<file path="src/common/trellis_defines.svh">
`ifndef TRELLIS_DEFINES_SVH
`define TRELLIS_DEFINES_SVH

// ----------------------------------------------------------------------
// datapath widths
// ----------------------------------------------------------------------
`define SAMPLE_BITS 18
// coefficient fraction bits, also the product sum shift
`define COEF_FRAC 17
// upper filter bits kept for the energy compare
`define MAG_BITS 10
`define MAG_SHIFT (`SAMPLE_BITS - `MAG_BITS)

// ----------------------------------------------------------------------
// matched filter references, sample 0 then sample 1
// ----------------------------------------------------------------------
`define F0_C0_RE 18'h1B48C
`define F0_C0_IM 18'h10B85
`define F0_C1_RE 18'h3D7D4
`define F0_C1_IM 18'h1FE6B
// f1 is the conjugate pair of f0
`define F1_C0_RE 18'h1B48C
`define F1_C0_IM 18'h2F47B
`define F1_C1_RE 18'h3D7D4
`define F1_C1_IM 18'h20195

// ----------------------------------------------------------------------
// dac monitor select codes
// ----------------------------------------------------------------------
`define DAC_SEL_BITS 4
`define DAC_TRELLIS_I 4'd0
`define DAC_TRELLIS_Q 4'd1
`define DAC_TRELLIS_F0 4'd2
`define DAC_TRELLIS_F1 4'd3
`define DAC_CHANNELS 3

`endif
</file>
<file path="src/common/trellisPkg.sv">
`include "trellis_defines.svh"
`default_nettype none

package trellisPkg;

  // ----------------------------------------------------------------------
  // shared datapath types
  // ----------------------------------------------------------------------

  // baseband sample, coefficient and filter output
  typedef logic signed [`SAMPLE_BITS-1:0] sampleType;

  // sum of four sample x coefficient products, two guard bits
  typedef logic signed [2*`SAMPLE_BITS+1:0] productType;

  // i^2 + q^2 of the truncated filter output, always positive
  typedef logic [2*`MAG_BITS:0] magType;

endpackage

`default_nettype wire

</file>
<file path="src/logic/bitDecision.sv">
`include "trellis_defines.svh"
`default_nettype none

module bitDecision (
  input  wire logic                  clk,
  input  wire logic                  reset,
  input  wire logic                  filtValid,
  input  wire trellisPkg::sampleType f0I,
  input  wire trellisPkg::sampleType f0Q,
  input  wire trellisPkg::sampleType f1I,
  input  wire trellisPkg::sampleType f1Q,
  output logic                       decision,
  output logic                       symEnOut,
  output logic                       sym2xEnOut
);

  // energy of the upper filter bits only
  function automatic trellisPkg::magType energy(input trellisPkg::sampleType i,
                                                input trellisPkg::sampleType q);
    // top bits sign extended to the energy width
    logic signed [2*`MAG_BITS:0] iTop;
    logic signed [2*`MAG_BITS:0] qTop;
    iTop = $signed(i[`SAMPLE_BITS-1:`MAG_SHIFT]);
    qTop = $signed(q[`SAMPLE_BITS-1:`MAG_SHIFT]);
    return trellisPkg::magType'(iTop * iTop) + trellisPkg::magType'(qTop * qTop);
  endfunction

  // ----------------------------------------------------------------------
  // energies one cycle after the filters
  // ----------------------------------------------------------------------
  trellisPkg::magType mag0, mag1;
  logic magValid;

  always_ff @(posedge clk) begin
    if (filtValid) begin
      mag0 <= energy(f0I, f0Q);
      mag1 <= energy(f1I, f1Q);
    end
  end

  // ----------------------------------------------------------------------
  // decision and strobes
  // ----------------------------------------------------------------------
  logic se0;

  always_ff @(posedge clk) begin
    if (reset) begin
      magValid   <= 1'b0;
      decision   <= 1'b0;
      symEnOut   <= 1'b0;
      se0        <= 1'b0;
      sym2xEnOut <= 1'b0;
    end else begin
      magValid <= filtValid;
      symEnOut <= magValid;
      // ties go to zero
      if (magValid) begin
        decision <= mag1 > mag0;
      end
      // stretch 1x strobe to two cycles for the line decoder
      // relies on symbols being 3+ cycles apart
      se0        <= symEnOut;
      sym2xEnOut <= se0 | symEnOut;
    end
  end

endmodule

`default_nettype wire

</file>
<file path="config.mk">
export PLATFORM = sky130hd
export DESIGN_NAME = bitDecision
export DESIGN_NICKNAME = d
export VERILOG_FILES = /design/src/common/trellisPkg.sv /design/src/logic/bitDecision.sv
export VERILOG_INCLUDE_DIRS = /design/src /design/src/common
export SDC_FILE = /design/constraint.sdc
export NUM_CORES = 1
export LEC_CHECK = 0
export BUFFER_PORTS_ARGS = -buffer_cell sky130_fd_sc_hd__buf_2
export CAP_MARGIN = 10
export CORE_UTILIZATION = 53
export CTS_CLUSTER_SIZE = 14
export DETAILED_ROUTE_END_ITERATION = 10
export PLACE_DENSITY = 0.7
export SYNTH_ARGS = -nofsm -noshare
export SYNTH_HDL_FRONTEND = slang
export SYNTH_SLANG_ARGS = --single-unit
export TNS_END_PERCENT = 1
</file>
<file path="constraint.sdc">
create_clock -name clk -period 8.6 [get_ports clk]
set_clock_uncertainty 0.2 [all_clocks]
set_input_delay 1.72 -clock clk [delete_from_list [all_inputs] [get_ports clk]]
set_output_delay 1.72 -clock clk [all_outputs]
set_load 0.01 [all_outputs]
</file>
==> impl_metrics.csv <==
group,metric,value,unit
status,outcome,"complete, no violations",
finish,area_growth,4.64,%
floorplan,initial_core_util,0.541,
placement,portBuffers,45,
sta,fin_setup_tns,0,ps
clock_tree,cts_tree,"built",
setup_path,cp.arrival,7760,ps
setup_path,critPathRequiredTime,8420,ps
clock_tree,clock_sinks,47,
yosys,synth.top_cell.area_share,0.490,
yosys,ys_seq_area_frac,0.0821,
sta,hold_viol,0,
setup_path,cp-end-kind,"flop",
yosys,synth_ff_type,"edfxtp_1",
route,antenna_left,0,
sta,hold-worst-slack,259,ps
yosys,synthTopCellsByCount,"inv_1 (525), fa_1 (406), ha_1 (172)",
grt,antenna_found_initial,0,
route,vias,10300,
setup_path,cpMostUsedCell,"fa_1",
clock_tree,postCtsHoldBufs,0,
clock_tree,cts-root-buf,"clkbuf_16",
yosys,synth_edf_count,42,
sta,rsz0062_at_grt,"no",
yosys,syn_area,16600,um2
yosys,yosysTopAreaCell,"fa_1",
sta,finalCritPeriodShare,0.923,
finish,nets,2330,
yosys,syn-num-nets,2312,
grt,grt_max_degree,44,
sta,slew_viol_final,0,
floorplan,core,30700,um2
worst_hold_path,hold_class,"flop to flop",
route,drt-vias-per-instance,4.95,
placement,hpwl,25800,um
route,drt_iter0_markers,355,
setup_path,slowest_delay,570,ps
clock_tree,cts_resized,0,
setup_path,crit_slowest_cell,"fa_1",
yosys,ys_types,48,
route,drc,0,
route,wl_per_cell,13.7,um
clock_tree,post_cts_buffers,0,
floorplan,rows,64,
sta,maxSlewHeadroom,0.378,
job,drv_cap,0,
sta,post-route-min-period,7940,ps
clock_tree,cts_buffers,5,
floorplan,ios,78,
yosys,yosysWarningCount,0,
yosys,syn_inst,1659,
route,firstDrtPassIters,5,
sta,worst_pin_slew,933,ps
sta,setup_viol,0,
yosys,syn_avg_cell_area,10.0,um2
finish,postLayoutCoreUtil,0.566,
clock_tree,clk_pin_slew,70,ps
grt,grt_usage,0.202,
setup_path,worstSetupStartpointType,"primary input",
grt,grt_pass1_wl,51400,um
finish,n_fill_cell,2664,
yosys,yosysMostFrequentCell,"inv_1",
placement,gp_congestion,0.816,
grt,grt_overflow_total,0,
finish,antennaDiodeCount,0,
clock_tree,htreeDepth,2,
floorplan,die_x,179,um
floorplan,die_y,179,um
setup_path,cp_max_fo,14,
yosys,synth_seq_cells,47,
floorplan,die_area,32000,um2
setup_path,path_cells,"buf_2, and2_1, inv_1, fa_1, fa_1, inv_1, fa_1, fa_1, fa_1, fa_1, inv_1, fa_1, inv_1, ha_1, o21a_1, o31a_1, o2111ai_1, and3_1, o41ai_1, xor2_1",
route,routed_wl,28300,um
yosys,ys_async_sr_fraction,0,
placement,dp_slack,336,ps
yosys,synth_area_leaders,"fa_1 (49%), ha_1 (13%), inv_1 (12%)",
sta,fmax,0.126,GHz
grt,grt_pass1_vias,11400,
finish,post_route_cells_drive_above_1_share,0.0405,
clock_tree,clk_latency,290,ps
clock_tree,clock_path_buffers,2,
sta,layout_setup_ws,665,ps
setup_path,path_class,"primary input to flop",
-- cell type report --
type	instances	area, um2	area share
multi-input cells	1051	13100	0.756
inverters	525	1970	0.114
clock buffers	5	125	0.00721
repair buffers	47	240	0.0138
flip-flops and latches	47	1360	0.0784
clock inverters	3	47.5	0.00274
well taps	396	495	0.0286
-- sequential cells by signal, indices dropped and copies added (netlist names) --
name        count
sym2xEnOut      1
mag1           21
se0             1
symEnOut        1
decision        1
magValid        1
mag0           21
-- stage by stage --
stage | instances | cell area, um2
after detailed placement | 2066 | 17200
after floorplan | 1659 | 16600
after CTS | 2074 | 17400
after global routing | 2074 | 17400
after global placement | 2066 | 17200
final | 2074 | 17400
-- kinds of logic (layout without fill, tap and decap cells) --
group | count (synthesis) | in the layout | share of synthesized area
flip-flops | 47 | 47 | 0.0821
XOR/XNOR | 66 | 66 | 0.0349
multiplexers | 4 | 4 | 0.00249
adder cells (fa/ha/maj) | 578 | 578 | 0.620
AO/OA/AOI/OAI | 100 | 100 | 0.0404
AND/OR/NAND/NOR | 303 | 303 | 0.0931
buffers and inverters | 561 | 580 | 0.127
-- placed cells by master (no fill, tap or decap), drive strengths merged, types with 20 or more instances in the layout --
| cell | n |
|---|---|
| a21o | 22 |
| a21oi | 33 |
| and2 | 85 |
| buf | 47 |
| edfxtp | 42 |
| fa | 406 |
| ha | 172 |
| inv | 526 |
| nand2 | 113 |
| nor2 | 31 |
| nor2b | 31 |
| o21ai | 20 |
| xnor2 | 53 |
-- final timing paths --
kind | start | to | slack [ps] | cells after the start
setup / recovery | f0Q[8] | mag0[19] | 660 | 20
hold reg to reg | se0 | sym2xEnOut | 260 | 2
hold / removal | se0 | sym2xEnOut | 260 | 2
setup reg to reg | mag1[1] | decision | 6400 | 8
-- critical path, delay by kind of cell --
family | cells | cell delay [ps]
buffers and inverters | 5 | 670
AO/OA/AOI/OAI | 4 | 860
AND/OR/NAND/NOR | 2 | 600
adder cells (fa/ha/maj) | 8 | 3780
XOR/XNOR | 1 | 120
-- routing by layer --
| metal | wire, um | global-route usage | vias up |
|---|---|---|---|
| met2 | 15100 | 0.364 | 147 |
| met4 | 501 | 0.0395 | 0 |
| met1 | 11900 | 0.269 | 5238 |
| li1 | - | - | 4847 |
| met5 | 0 | 0 | - |
| met3 | 811 | 0.0148 | 43 |
Power is not shown: default switching activity piles up to over one toggle a cycle in this logic, so the estimate is an artifact.
