===== src/common/trellis_defines.svh =====
`ifndef TRELLIS_DEFINES_SVH
`define TRELLIS_DEFINES_SVH

// ----------------------------------------------------------------------
// datapath widths
// ----------------------------------------------------------------------
`define SAMPLE_BITS 18
// coefficient fraction bits, also the product sum shift
`define COEF_FRAC 17
// upper filter bits kept for the energy compare
`define MAG_BITS 10
`define MAG_SHIFT (`SAMPLE_BITS - `MAG_BITS)

// ----------------------------------------------------------------------
// matched filter references, sample 0 then sample 1
// ----------------------------------------------------------------------
`define F0_C0_RE 18'h1B48C
`define F0_C0_IM 18'h10B85
`define F0_C1_RE 18'h3D7D4
`define F0_C1_IM 18'h1FE6B
// f1 is the conjugate pair of f0
`define F1_C0_RE 18'h1B48C
`define F1_C0_IM 18'h2F47B
`define F1_C1_RE 18'h3D7D4
`define F1_C1_IM 18'h20195

// ----------------------------------------------------------------------
// dac monitor select codes
// ----------------------------------------------------------------------
`define DAC_SEL_BITS 4
`define DAC_TRELLIS_I 4'd0
`define DAC_TRELLIS_Q 4'd1
`define DAC_TRELLIS_F0 4'd2
`define DAC_TRELLIS_F1 4'd3
`define DAC_CHANNELS 3

`endif

===== src/common/trellisPkg.sv =====
`include "trellis_defines.svh"
`default_nettype none

package trellisPkg;

  // ----------------------------------------------------------------------
  // shared datapath types
  // ----------------------------------------------------------------------

  // baseband sample, coefficient and filter output
  typedef logic signed [`SAMPLE_BITS-1:0] sampleType;

  // sum of four sample x coefficient products, two guard bits
  typedef logic signed [2*`SAMPLE_BITS+1:0] productType;

  // i^2 + q^2 of the truncated filter output, always positive
  typedef logic [2*`MAG_BITS:0] magType;

endpackage

`default_nettype wire


===== src/matchedFilter/matchedFilter.sv =====
`include "trellis_defines.svh"
`default_nettype none

module matchedFilter #(
  parameter trellisPkg::sampleType c0Re = `F0_C0_RE,
  parameter trellisPkg::sampleType c0Im = `F0_C0_IM,
  parameter trellisPkg::sampleType c1Re = `F0_C1_RE,
  parameter trellisPkg::sampleType c1Im = `F0_C1_IM
) (
  input  wire logic                  clk,
  input  wire logic                  reset,
  input  wire logic                  symEn,
  input  wire logic                  sym2xEn,
  input  wire trellisPkg::sampleType iIn,
  input  wire trellisPkg::sampleType qIn,
  output trellisPkg::sampleType      filtI,
  output trellisPkg::sampleType      filtQ,
  output logic                       filtValid
);

  localparam int ProdBits = $bits(trellisPkg::productType);

  // clamp the shifted sum into the sample range
  function automatic trellisPkg::sampleType saturate(input trellisPkg::productType v);
    logic [ProdBits-`SAMPLE_BITS:0] top;
    top = v[ProdBits-1:`SAMPLE_BITS-1];
    if (&top || ~|top) begin
      return v[`SAMPLE_BITS-1:0];
    end
    // out of range, pick the rail from the sign
    if (v[ProdBits-1]) begin
      return {1'b1, {(`SAMPLE_BITS-1){1'b0}}};
    end
    return {1'b0, {(`SAMPLE_BITS-1){1'b1}}};
  endfunction

  // ----------------------------------------------------------------------
  // sample 0 hold
  // ----------------------------------------------------------------------
  trellisPkg::sampleType x0I, x0Q;
  wire logic firstSample = sym2xEn && !symEn;
  wire logic secondSample = sym2xEn && symEn;

  always_ff @(posedge clk) begin
    if (firstSample) begin
      x0I <= iIn;
      x0Q <= qIn;
    end
  end

  // ----------------------------------------------------------------------
  // stage 1, products on sample 1
  // ----------------------------------------------------------------------
  // order per part: x0I, x0Q, x1I, x1Q terms
  logic signed [2*`SAMPLE_BITS-1:0] prodRe [4];
  logic signed [2*`SAMPLE_BITS-1:0] prodIm [4];
  logic prodValid;

  always_ff @(posedge clk) begin
    if (secondSample) begin
      prodRe[0] <= x0I * c0Re;
      prodRe[1] <= x0Q * c0Im;
      prodRe[2] <= iIn * c1Re;
      prodRe[3] <= qIn * c1Im;
      prodIm[0] <= x0I * c0Im;
      prodIm[1] <= x0Q * c0Re;
      prodIm[2] <= iIn * c1Im;
      prodIm[3] <= qIn * c1Re;
    end
  end

  always_ff @(posedge clk) begin
    if (reset) begin
      prodValid <= 1'b0;
    end else begin
      prodValid <= secondSample;
    end
  end

  // ----------------------------------------------------------------------
  // stage 2, complex sum, scale and clamp
  // ----------------------------------------------------------------------
  trellisPkg::productType sumRe, sumIm;
  always_comb begin
    // (x0 * c0) + (x1 * c1), complex
    sumRe = prodRe[0] - prodRe[1] + prodRe[2] - prodRe[3];
    sumIm = prodIm[0] + prodIm[1] + prodIm[2] + prodIm[3];
  end

  always_ff @(posedge clk) begin
    if (reset) begin
      filtI     <= '0;
      filtQ     <= '0;
      filtValid <= 1'b0;
    end else begin
      filtValid <= prodValid;
      // outputs hold between symbols
      if (prodValid) begin
        filtI <= saturate(sumRe >>> `COEF_FRAC);
        filtQ <= saturate(sumIm >>> `COEF_FRAC);
      end
    end
  end

endmodule

`default_nettype wire


===== config.mk =====
export PLATFORM = sky130hd
export DESIGN_NAME = matchedFilter
export DESIGN_NICKNAME = d
export VERILOG_FILES = /design/src/common/trellisPkg.sv /design/src/matchedFilter/matchedFilter.sv
export VERILOG_INCLUDE_DIRS = /design/src /design/src/common
export SDC_FILE = /design/constraint.sdc
export NUM_CORES = 2
export LEC_CHECK = 0
export ABC_AREA = 0
export BUFFER_PORTS_ARGS = -buffer_cell sky130_fd_sc_hd__buf_4
export CAP_MARGIN = 15
export CELL_PAD_IN_SITES_DETAIL_PLACEMENT = 0
export CELL_PAD_IN_SITES_GLOBAL_PLACEMENT = 1
export CORE_ASPECT_RATIO = 1.25
export CORE_MARGIN = 2
export CORE_UTILIZATION = 40
export CTS_CLUSTER_DIAMETER = 150
export DETAILED_ROUTE_END_ITERATION = 12
export GPL_TIMING_DRIVEN = 0
export PLACE_DENSITY_LB_ADDON = 0.12
export SLEW_MARGIN = 40
export SYNTH_ARGS = -nofsm -noshare
export SYNTH_HDL_FRONTEND = slang
export SYNTH_SLANG_ARGS = --single-unit

===== constraint.sdc =====
create_clock -name clk -period 10.9 [get_ports clk]
set_input_delay 0.545 -clock clk [delete_from_list [all_inputs] [get_ports clk]]
set_output_delay 0.545 -clock clk [all_outputs]
set_load 0.03 [all_outputs]

==> impl_metrics.toml <==
[setup_path]
reg2reg_depth = 22
rr_endpoint = "prodIm[1][33]$_DFFE_PP_"
arrival_ns = 7.73
critical_path.startpoint_type = "flip-flop"
crit_fanout = 9
startpoint = "x0Q[5]$_DFFE_PP_"
reg2reg_from = "x0Q[5]$_DFFE_PP_"
crit_type = "reg2reg"
endpoint = "prodIm[1][33]$_DFFE_PP_"
end_kind = "flip-flop"
cp.required_ns = 11.18
ff2ff_setup_slack_ns = 3.45

[logic_synthesis]
synthesis.nets = 8092
yosysTopAreaCell = "fa_1"
synthXorXnorAreaFrac_pct = 4.31
yosysWarnings = 0
synth-main-ff-cell = "edfxtp_1"
synth_mux_area_share_pct = 0.178
synth.top_cell.area_share_pct = 34.1
synth_top_family_by_area = "adder cells"
synth-seq-cells = 344
synthCells = 5916
yosys-top-cells-area = "fa_1, ha_1, edfxtp_1"
synth_cell_types = 86
synth_area_mm2 = 0.0618
async_flop_share_pct = 0
synth_edf_count = 306
yosysSeqAreaShare_pct = 16.1
postSynthAreaPerCell_um2 = 10.4
synthSimpleGateAreaFrac_pct = 4.72
yosys.area_share.adder_pct = 56.1
synth_compound_area_share_pct = 7.53

[drt]
post_drt_wl_per_cell_um = 21.6
drt_wl_total_mm = 176
drt_iter0_drc = 1915
drc = 0
first_pass_iters = 5
via_per_inst = 4.83
vias = 39280
drt.antenna.violating_nets = 0

[grt]
met3_usage_pct = 2.06
grt.busiest_layer = "met2"
grt_first_pass_wirelength_mm = 269
grt_pass1_vias = 43151
groute.usage.overall_pct = 23.1
grt_start_max_net_pins = 50
antenna_found_initial = 14
grt.met2_usage_pct = 39.5
grt_overflow = 0
use_met1_pct = 30.2

[clock_network]
h-tree-depth = 2
hold_buffers = 0
ctsRootBufferMaster = "clkbuf_16"
worstSkewPairLatency_ns = 0.61
post_cts_resized = 0
cts_tree = "done"
path_clk_slew_ns = 0.06
cts_max_path_buffers = 3
cts_sinks = 344
cts_made_buffers = 45
postCtsSetupBuffers = 0

[placed_design]
gp_congestion = 0.927
io_buffers = 76
dp_hpwl_mm = 156

[timing]
worst_pin_slew_ns = 0.907
max_freq_mhz = 134
min_period_ns = 7.45
rsz0062_at_grt = "no"
fin_tns_setup_ns = 0
fin_skew_ns = 0.0325
maxSlewViolCount = 0
slew_headroom_pct = 39.1
hold_violations = 0
finalSetupViolations = 0
min_period_over_period_pct = 68.3

[floorplanning]
die_y_um = 443
initial_core_util_pct = 40.2
dieArea_mm2 = 0.158
num_rows = 161
core_area_mm2 = 0.154
dieWidth_um = 355
io_pins = 77

[final_layout]
final_common_cell = "inv_1"
num-nets-final = 8231
layout_common_cells = "inv_1, ha_1, fa_1, edfxtp_1, nor2_1"
drive_gt1_share_pct = 4.38
layout.filler_cells = 14975
syn2layout_area_growth_pct = 8.21

[min_path]
min_from = "iIn[4]"
min_path_type = "in2reg"

[run_status]
status = "finished clean"

[job]
drv_cap = 0
[cells by family after synthesis]
group,Yosys count
flops,344
compound gates,691
buf+inv,1818
xor+xnor,301
mux,11
fa+ha+maj,2136
simple gates,615
[cell usage after synthesis, types with 21 or more instances]
cell      number
nand3_1       47
o21ai_0      116
nor3_1        46
fa_1        1052
nand2_1      137
edfxtp_1     306
dfxtp_1       38
a21o_1       101
clkbuf_1      21
a31oi_1       22
nor2b_1       22
nand2b_1      24
o21bai_1      26
nor2_1       211
a211oi_1      21
ha_1        1084
inv_1       1789
and3_1        29
a21oi_1      206
o21a_1        40
xor2_1        81
xnor2_1      217
[stage by stage]
| stage | setup WS (ns) | instance area [um^2] | utilization (%) | cells | hold WS, ns |
|---|---|---|---|---|---|
| 6_report | 3.45 | 66800 | 43.5 | 8132 | 0.251 |
| 5_1_grt | 3.14 | 66800 | 43.5 | 8131 | 0.220 |
| 4_1_cts | 3.42 | 66800 | 43.5 | 8127 | 0.195 |
| 3_5_place_dp | 3.19 | 65400 | 42.5 | 8045 | 0.471 |
| 3_3_place_gp | 0.100 | 64900 | 42.2 | 8029 | 0.475 |
| 2_1_floorplan | 3.58 | 61800 | - | 5916 | 0.534 |
[final cells by class]
type	instances	area, um^2	share of cell area (%)
timing repair buffer	92	823	1.23
sequential	344	9950	14.9
multi-input combinational	3754	45200	67.6
clock buffer	58	1180	1.77
clock inverter	24	250	0.374
buffer	28	133	0.198
inverter	1790	6720	10.1
antenna	5	12.5	0.0187
tap	2037	2550	3.81
[registers in the layout, summed over array words and instances (netlist names)]
| name | count |
|---|---|
| prodIm | 135 |
| x0I | 18 |
| filtI | 18 |
| prodValid | 1 |
| filtQ | 18 |
| x0Q | 18 |
| filtValid | 1 |
| prodRe | 135 |
[how the worst min path moves through the flow]
stage	end	cells after the start
4_1_cts	x0I[4]$_DFFE_PP_	1
3_5_place_dp	filtI[17]$_SDFFE_PP0P_	2
3_3_place_gp	filtI[17]$_SDFFE_PP0P_	2
6_report	x0I[4]$_DFFE_PP_	1
5_1_grt	x0I[4]$_DFFE_PP_	1
2_1_floorplan	filtValid$_SDFF_PP0_	2
[worst max-delay path, cell delays in order, from the launching register on]
cell and delay [ns]:
edfxtp_1 0.66, ha_1 0.43, inv_1 0.09, fa_1 0.49, inv_1 0.06, fa_1 0.48, inv_1 0.05, fa_1 0.51
fa_1 0.44, fa_1 0.49, inv_1 0.04, ha_1 0.32, a21o_1 0.18, a21o_1 0.17, a21oi_1 0.23, and2_1 0.18
o211ai_1 0.16, a41oi_1 0.49, o22ai_1 0.20, o41ai_1 0.51, o21a_1 0.18, o31ai_1 0.07, xor2_1 0.69
[metal layers]
metal / up-vias / wire, um / part of all wire [%]
met2: 473 / 86000 / 49
met3: 157 / 5100 / 2.9
met5: - / 41 / 0.023
li1: 18878 / - / -
met4: 6 / 7500 / 4.3
met1: 19766 / 77200 / 44
Power is not shown: default switching activity piles up to over one toggle a cycle in this logic, so the estimate is an artifact.
