--- src/common/trellis_defines.svh ---
`ifndef TRELLIS_DEFINES_SVH
`define TRELLIS_DEFINES_SVH

// ----------------------------------------------------------------------
// datapath widths
// ----------------------------------------------------------------------
`define SAMPLE_BITS 18
// coefficient fraction bits, also the product sum shift
`define COEF_FRAC 17
// upper filter bits kept for the energy compare
`define MAG_BITS 10
`define MAG_SHIFT (`SAMPLE_BITS - `MAG_BITS)

// ----------------------------------------------------------------------
// matched filter references, sample 0 then sample 1
// ----------------------------------------------------------------------
`define F0_C0_RE 18'h1B48C
`define F0_C0_IM 18'h10B85
`define F0_C1_RE 18'h3D7D4
`define F0_C1_IM 18'h1FE6B
// f1 is the conjugate pair of f0
`define F1_C0_RE 18'h1B48C
`define F1_C0_IM 18'h2F47B
`define F1_C1_RE 18'h3D7D4
`define F1_C1_IM 18'h20195

// ----------------------------------------------------------------------
// dac monitor select codes
// ----------------------------------------------------------------------
`define DAC_SEL_BITS 4
`define DAC_TRELLIS_I 4'd0
`define DAC_TRELLIS_Q 4'd1
`define DAC_TRELLIS_F0 4'd2
`define DAC_TRELLIS_F1 4'd3
`define DAC_CHANNELS 3

`endif
--- src/common/trellisPkg.sv ---
`include "trellis_defines.svh"
`default_nettype none

package trellisPkg;

  // ----------------------------------------------------------------------
  // shared datapath types
  // ----------------------------------------------------------------------

  // baseband sample, coefficient and filter output
  typedef logic signed [`SAMPLE_BITS-1:0] sampleType;

  // sum of four sample x coefficient products, two guard bits
  typedef logic signed [2*`SAMPLE_BITS+1:0] productType;

  // i^2 + q^2 of the truncated filter output, always positive
  typedef logic [2*`MAG_BITS:0] magType;

endpackage

`default_nettype wire

--- src/logic/dacSelect.sv ---
`include "trellis_defines.svh"
`default_nettype none

module dacSelect (
  input  wire logic                     clk,
  input  wire logic                     reset,
  input  wire logic                     sym2xEn,
  input  wire logic                     filtValid,
  input  wire trellisPkg::sampleType    iIn,
  input  wire trellisPkg::sampleType    qIn,
  input  wire trellisPkg::sampleType    f0I,
  input  wire trellisPkg::sampleType    f1I,
  input  wire logic [`DAC_SEL_BITS-1:0] dac0Select,
  input  wire logic [`DAC_SEL_BITS-1:0] dac1Select,
  input  wire logic [`DAC_SEL_BITS-1:0] dac2Select,
  output trellisPkg::sampleType         dac0Data,
  output trellisPkg::sampleType         dac1Data,
  output trellisPkg::sampleType         dac2Data,
  output logic                          dac0Sync,
  output logic                          dac1Sync,
  output logic                          dac2Sync
);

  logic [`DAC_SEL_BITS-1:0] sel [`DAC_CHANNELS];
  trellisPkg::sampleType dataReg [`DAC_CHANNELS];
  logic syncReg [`DAC_CHANNELS];

  assign sel[0] = dac0Select;
  assign sel[1] = dac1Select;
  assign sel[2] = dac2Select;

  // ----------------------------------------------------------------------
  // one registered mux per channel
  // ----------------------------------------------------------------------
  for (genvar ch = 0; ch < `DAC_CHANNELS; ch++) begin : gChannel
    always_ff @(posedge clk) begin
      if (reset) begin
        dataReg[ch] <= '0;
        syncReg[ch] <= 1'b0;
      end else begin
        case (sel[ch])
          `DAC_TRELLIS_I: begin
            dataReg[ch] <= iIn;
            syncReg[ch] <= sym2xEn;
          end
          `DAC_TRELLIS_Q: begin
            dataReg[ch] <= qIn;
            syncReg[ch] <= sym2xEn;
          end
          `DAC_TRELLIS_F1: begin
            dataReg[ch] <= f1I;
            syncReg[ch] <= filtValid;
          end
          // f0 output, also for unknown codes
          default: begin
            dataReg[ch] <= f0I;
            syncReg[ch] <= filtValid;
          end
        endcase
      end
    end
  end

  assign dac0Data = dataReg[0];
  assign dac1Data = dataReg[1];
  assign dac2Data = dataReg[2];
  assign dac0Sync = syncReg[0];
  assign dac1Sync = syncReg[1];
  assign dac2Sync = syncReg[2];

endmodule

`default_nettype wire

--- config.mk ---
export PLATFORM = sky130hd
export DESIGN_NAME = dacSelect
export DESIGN_NICKNAME = d
export VERILOG_FILES = /design/src/common/trellisPkg.sv /design/src/logic/dacSelect.sv
export VERILOG_INCLUDE_DIRS = /design/src /design/src/common
export SDC_FILE = /design/constraint.sdc
export NUM_CORES = 1
export LEC_CHECK = 0
export BUFFER_PORTS_ARGS = -buffer_cell sky130_fd_sc_hd__buf_2
export CAP_MARGIN = 15
export CORE_MARGIN = 2
export CORE_UTILIZATION = 40
export CTS_CLUSTER_DIAMETER = 100
export DETAILED_ROUTE_END_ITERATION = 6
export PLACE_DENSITY_LB_ADDON = 0.12
export SLEW_MARGIN = 40
export SYNTH_ARGS = -nofsm -noshare
export SYNTH_HDL_FRONTEND = slang
export SYNTH_SLANG_ARGS = --single-unit
--- constraint.sdc ---
create_clock -name clk -period 2 [get_ports clk]
set_input_delay 0.1 -clock clk [delete_from_list [all_inputs] [get_ports clk]]
set_output_delay 0.1 -clock clk [all_outputs]
set_load 0.01 [all_outputs]
==> results.cfg, run 1 <==
[layout]
utilization = 0.562
multiInputGateArea_sq_um = 1960
register_area_sq_um = 1710
nets = 596
final_cells = 621
drive_above_1_share = 0.442
num-fill-cells = 802
antenna_cells = 0
fin_area_sq_um = 4920
area_growth_pct = 34.9

[logic_synthesis]
yosys_register_bits = 57
async_reset_ff_frac = 0
synth_top_area_cell = edfxtp_1
synth_flop_cell = edfxtp_1
yosys-top-cells-area = edfxtp_1, mux2_2, mux2i_1
ys_seq_area_frac = 0.469
postSynthCellCount = 310
synth_cell_type_count = 33
synth_edf_count = 57
yosys_warnings = 0
syn_avg_cell_area_sq_um = 11.8
synth_area_sq_um = 3650
synth_top_area_share = 0.469

[min_path]
hold_start = sym2xEn
worstHoldPathType = input port to flop
hold_depth = 3
hold_end = syncReg[1]$_DFFE_PP_

[worst_setup_path]
cp_cell_sequence = buf_2 -> nor4b_4 -> buf_4 -> mux2i_1 -> a2111oi_2
crit_fanout = 18
cp_data_arrival_time_ns = 1.49
cp-start-kind = input port
critPathCaptureType = flop
cp_data_required_time_ns = 2.13
path_class = input port to flop
cp_slowest_stage_delay_ns = 0.42
cp_slowest_cell = a2111oi_2

[timing]
max_freq_ghz = 0.736
setup_viol = 0
whs_ns = 0.113
finalCritPeriodShare = 0.680
period_needed_ns = 1.36
slew_headroom = 0.558
final_hold_viol_count = 0
tns_ns = 0
slew_viol_final = 0
tightest_slew_ns = 0.663
rsz0062_at_grt = no

[power]
clock_power_share = 0.361
seq_power_share = 0.438
swShare = 0.275
internal_power_uw = 2440
p_sw_uw = 925
ir_worst_vdd_mv = 0.324
comb_power_share = 0.201
power_density_nw_per_um2 = 684
leakage_uw = 0.00210

[placement]
placed_area_sq_um = 4700
portBuffers = 144
dp.cells = 605
place_congestion = 0.827
hpwl_microns = 7910

[global_route]
met1_usage = 0.288
grt_pass1_vias = 3367
grt_max_degree = 21
track_usage = 0.225
use_met3 = 0.0372
grt_pass1_wl_microns = 17000
gr-total-overflow = 0
grt_busiest_layer = met2
antenna_found_initial = 0
met2_usage = 0.376

[floorplan]
io_pins = 145
die-area_sq_um = 9900
rows = 34
initial_core_util = 0.416
die_height_microns = 99.5
die_width_microns = 99.5
core-area_sq_um = 8760

[clocking]
cts_tree = built
cts_resized = 0
htree_levels = 3
cts_buffer_depth = 2
postCtsHoldBufs = 0
cts_buffers = 9
cts-root-buf = clkbuf_8
clk_pin_slew_ns = 0.07
cts_setup_buffers = 0
clock_sinks = 57

[route]
routed_wl_microns = 11000
vias = 3288
viasPerCell = 5.29
drc_errors = 0
drtPass1Iterations = 4
drtIter0Drc = 120
antenna_left = 0
detail_route.wl_per_cell_microns = 17.7

[status]
status = finished, final reports clean

[flow_run]
drv_cap = 0
layout make-up:
| cell class | count | area share |
|---|---|---|
| clock buffer | 9 | 0.0252 |
| inverter | 18 | 0.0137 |
| clock inverter | 7 | 0.0193 |
| sequential | 57 | 0.348 |
| multi-input combinational | 264 | 0.399 |
| timing repair buffer | 158 | 0.168 |
| tap | 108 | 0.0275 |
flip-flops by register name, summed over array words and instances, names as in the netlist:
name,count
dataReg,54
syncReg,3
synth_stat cells, drive strengths merged (2+ instances only):
master	instances
a2111oi	2
a211oi	18
a21o	2
a21oi	3
a22o	5
a32oi	13
buf	18
clkbuf	9
edfxtp	57
inv	18
mux2	42
mux2i	34
nand2	5
nand2b	3
nand3b	6
nor2	12
nor2b	7
nor3	3
nor4b	2
o21ai	5
o221ai	5
o22ai	34
or2	2
power groups by stage:
stage	Combinational [uW]	Clock (uW)	Sequential, uW
6_report	675	1220	1480
5_1_grt	737	1290	1490
4_1_cts	675	1240	1480
3_5_place_dp	671	0	1500
3_3_place_gp	660	0	1500
2_1_floorplan	312	0	1550
stage by stage:
stage                     power (uW)  setup WS, ns
after floorplan                 1870         0.555
after global placement          2160         0.292
after detailed placement        2170         0.315
after CTS                       3390         0.650
after global routing            3510         0.588
final                           3370         0.641
cells by family after synthesis:
logic type / count (synthesis) / synth area share
DFF: 57 / 0.469
and+or+nand+nor: 44 / 0.0758
AOI/OAI and AO/OA: 87 / 0.175
buffers and inverters: 45 / 0.0562
other: 1 / 0.00103
muxes: 76 / 0.223
cell usage in the layout (no fill, tap or decap):
| cell | Yosys | layout |
|---|---|---|
| bufinv_16 | 0 | 2 |
| nor2_1 | 12 | 11 |
| nand4bb_1 | 1 | 1 |
| nand2b_1 | 3 | 3 |
| nor4bb_1 | 1 | 1 |
| or2_2 | 2 | 2 |
| a21o_2 | 0 | 1 |
| o21ai_0 | 5 | 5 |
| conb_1 | 1 | 57 |
| clkinvlp_4 | 0 | 4 |
| inv_1 | 18 | 18 |
| a21o_1 | 2 | 1 |
| a22o_1 | 5 | 5 |
| a2111oi_2 | 2 | 2 |
| clkinv_2 | 0 | 1 |
| a32oi_1 | 13 | 13 |
| o22ai_1 | 34 | 34 |
| a21oi_1 | 2 | 2 |
| nor3_1 | 2 | 2 |
| nand3b_1 | 6 | 6 |
| clkbuf_8 | 0 | 9 |
| nor3_4 | 0 | 1 |
| nor4b_4 | 1 | 2 |
| or3_2 | 0 | 1 |
| mux2_2 | 42 | 42 |
| mux2i_1 | 34 | 34 |
| a211oi_1 | 18 | 18 |
| o221ai_1 | 5 | 5 |
| buf_4 | 0 | 14 |
| edfxtp_1 | 57 | 57 |
| nor2_2 | 0 | 1 |
| buf_2 | 11 | 144 |
| nand2_1 | 5 | 5 |
| and2_1 | 1 | 1 |
| nor2b_1 | 7 | 7 |
| a21oi_2 | 1 | 1 |
worst max-delay path, delay by kind of cell:
family	cells	cell delay, ns
compound gates	1	0.42
simple gates	1	0.27
mux	1	0.15
buf+inv	2	0.52
worst max-delay path by stage:
stage / from / endpoint / cells after the start
3_3_place_gp: dac0Select[0] / dataReg[0][11]$_DFFE_PP_ / 4
2_1_floorplan: dac0Select[1] / dataReg[0][4]$_DFFE_PP_ / 5
3_5_place_dp: reset / dataReg[2][10]$_SDFFCE_PN0P_ / 5
4_1_cts: reset / dataReg[2][10]$_SDFFCE_PN0P_ / 5
5_1_grt: dac2Select[3] / dataReg[2][16]$_SDFFCE_PN0P_ / 4
6_report: reset / dataReg[2][10]$_SDFFCE_PN0P_ / 5
metal layers:
metal	wire length [microns]	vias to the layer above
met4	231	0
met3	722	17
li1	-	1573
met1	4740	1547
met2	5300	151
met5	0	-
Note: power is estimated with default switching activity, not from simulation.
==> run 2: changes to the inputs <==
==> constraint.sdc (replaced) <==
create_clock -name clk -period 1.1 [get_ports clk]
set_input_delay 0.055 -clock clk [delete_from_list [all_inputs] [get_ports clk]]
set_output_delay 0.055 -clock clk [all_outputs]
set_load 0.01 [all_outputs]
==> run 2 against run 1 <==
  * Design area increased by 8.1%
  * Via count increased by 6.8%
  * Largest power group unchanged
  * Die area unchanged
  * Flip-flop and latch count unchanged
  * Combinational power increased by 110%
  * Power increased by 86%
  * Critical path depth increased by 1
  * Final cell count increased by 5.5%
  * Clock-buffer cell count unchanged
  * Sequential power increased by 81%
==> results.cfg, run 2 (synthesis gave the netlist of run 1 again) <==
[status]
status = finished, final reports clean

[placement]
hpwl_microns = 8990
portBuffers = 144
dp.cells = 633
place_congestion = 0.813

[layout]
nets = 630
antenna_cells = 0
largest_register_ffs = 54
area_growth_pct = 45.8
regMostFlops = dataReg
layout_common_cells = buf_2, edfxtp_1, conb_1
final_cells = 655
reg_top3 = dataReg x54, syncReg x3
utilization = 0.607
mostFrequentLayoutCell = buf_2
drive_above_1_share = 0.473

[clocking]
cts-root-buf = clkbuf_8
htree_levels = 3
cts_buffer_depth = 2
postCtsHoldBufs = 0
cts_tree = built
cts_buffers = 9
clk_pin_slew_ns = 0.08
clock_sinks = 57

[global_route]
grt_pass1_vias = 3517
antenna_found_initial = 0
grt_pass1_wl_microns = 18200
grt_max_degree = 20
gr-total-overflow = 0
track_usage = 0.241

[timing]
setup_viol = 0
whs_ns = 0.0609
period_needed_ns = 1.03
slew_viol_final = 0
finalCritPeriodShare = 0.933
max_freq_ghz = 0.975
final_hold_viol_count = 0
rsz0062_at_grt = no

[floorplan]
die_height_microns = 99.5
initial_core_util = 0.416
core-area_sq_um = 8760
io_pins = 145
die-area_sq_um = 9900
die_width_microns = 99.5
rows = 34

[power]
internal_power_uw = 4550
leakage_uw = 0.00233
ir_worst_vdd_mv = 0.655
power_uw = 6260
seq_power_share = 0.428
clock_power_share = 0.348
comb_power_share = 0.224
swShare = 0.274
power_density_nw_per_um2 = 1180
p_sw_uw = 1710

[route]
routed_wl_microns = 11900
antenna_left = 0
detail_route.wl_per_cell_microns = 18.1
viasPerCell = 5.36
drc_errors = 0
drtIter0Drc = 176
vias = 3510
drtPass1Iterations = 5

[flow_run]
drv_cap = 0

[worst_setup_path]
critPathCaptureType = flop
cp_data_arrival_time_ns = 1.11
cp-start-kind = input port
cp_data_required_time_ns = 1.18
crit_fanout = 17
path_class = input port to flop

[min_path]
worstHoldPathType = input port to flop
[run 2: cell count changes in the layout (fill, tap and decap cells not counted), moves of 2 or more]
cell,change
buf_12,+12
buf_4,+22
clkinv_1,+2
clkinvlp_4,-3
nor3_2,+2
[run 2: worst max-delay path, stage by stage]
cell,delay (ns)
buf_2,0.12
nor4b_4,0.31
buf_12,0.22
buf_4,0.13
mux2i_1,0.17
o22ai_1,0.09
[run 2: per-layer routing]
layer  global-route usage  part of all wire  vias to the layer above
met3               0.0387             0.076                       15
li1                     -                 -                     1644
met4               0.0854             0.014                        0
met5                    0                 0                        -
met1                0.326              0.43                     1680
met2                0.393              0.49                      171
[run 2: final timing paths]
kind                                       end  cells past startpoint  slack (ns)           from
setup / recovery   dataReg[2][8]$_SDFFCE_PN0P_                      6        0.07  dac2Select[3]
hold / removal    dataReg[2][11]$_SDFFCE_PN0P_                      3        0.06        f1I[11]
[run 2: timing repair]
item / CTS / global route
buffers inserted: 0 / 6
gates resized for setup: 0 / 1
setup endpoints to repair: 0 / 2
[run 2: layout make-up]
cell class                 count  area [sq um]
multi-input combinational    264          1960
sequential                    57          1710
clock inverter                 7          85.1
clock buffer                   9           124
inverter                      18          67.6
timing repair buffer         192          1230
tap                          108           135
fill                         817          3440
[run 2: per-stage QoR]
| step | setup WS, ns | cell area (sq um) | TNS, ns |
|---|---|---|---|
| 2_1_floorplan | -0.164 | 3940 | -3.25 |
| 3_3_place_gp | -0.217 | 5050 | -8.18 |
| 3_5_place_dp | -0.274 | 5050 | -9.98 |
| 4_1_cts | 0.0865 | 5260 | 0 |
| 5_1_grt | 0.0194 | 5320 | 0 |
| 6_report | 0.0742 | 5320 | 0 |
[run 2: power by group through the flow]
| stage | clock network (uW) | logic, uW | registers [uW] |
|---|---|---|---|
| floorplan | 0 | 597 | 2830 |
| global placement | 0 | 1350 | 2720 |
| detailed placement | 0 | 1380 | 2730 |
| CTS | 2200 | 1390 | 2680 |
| global route | 2270 | 1520 | 2700 |
| finish | 2180 | 1400 | 2680 |
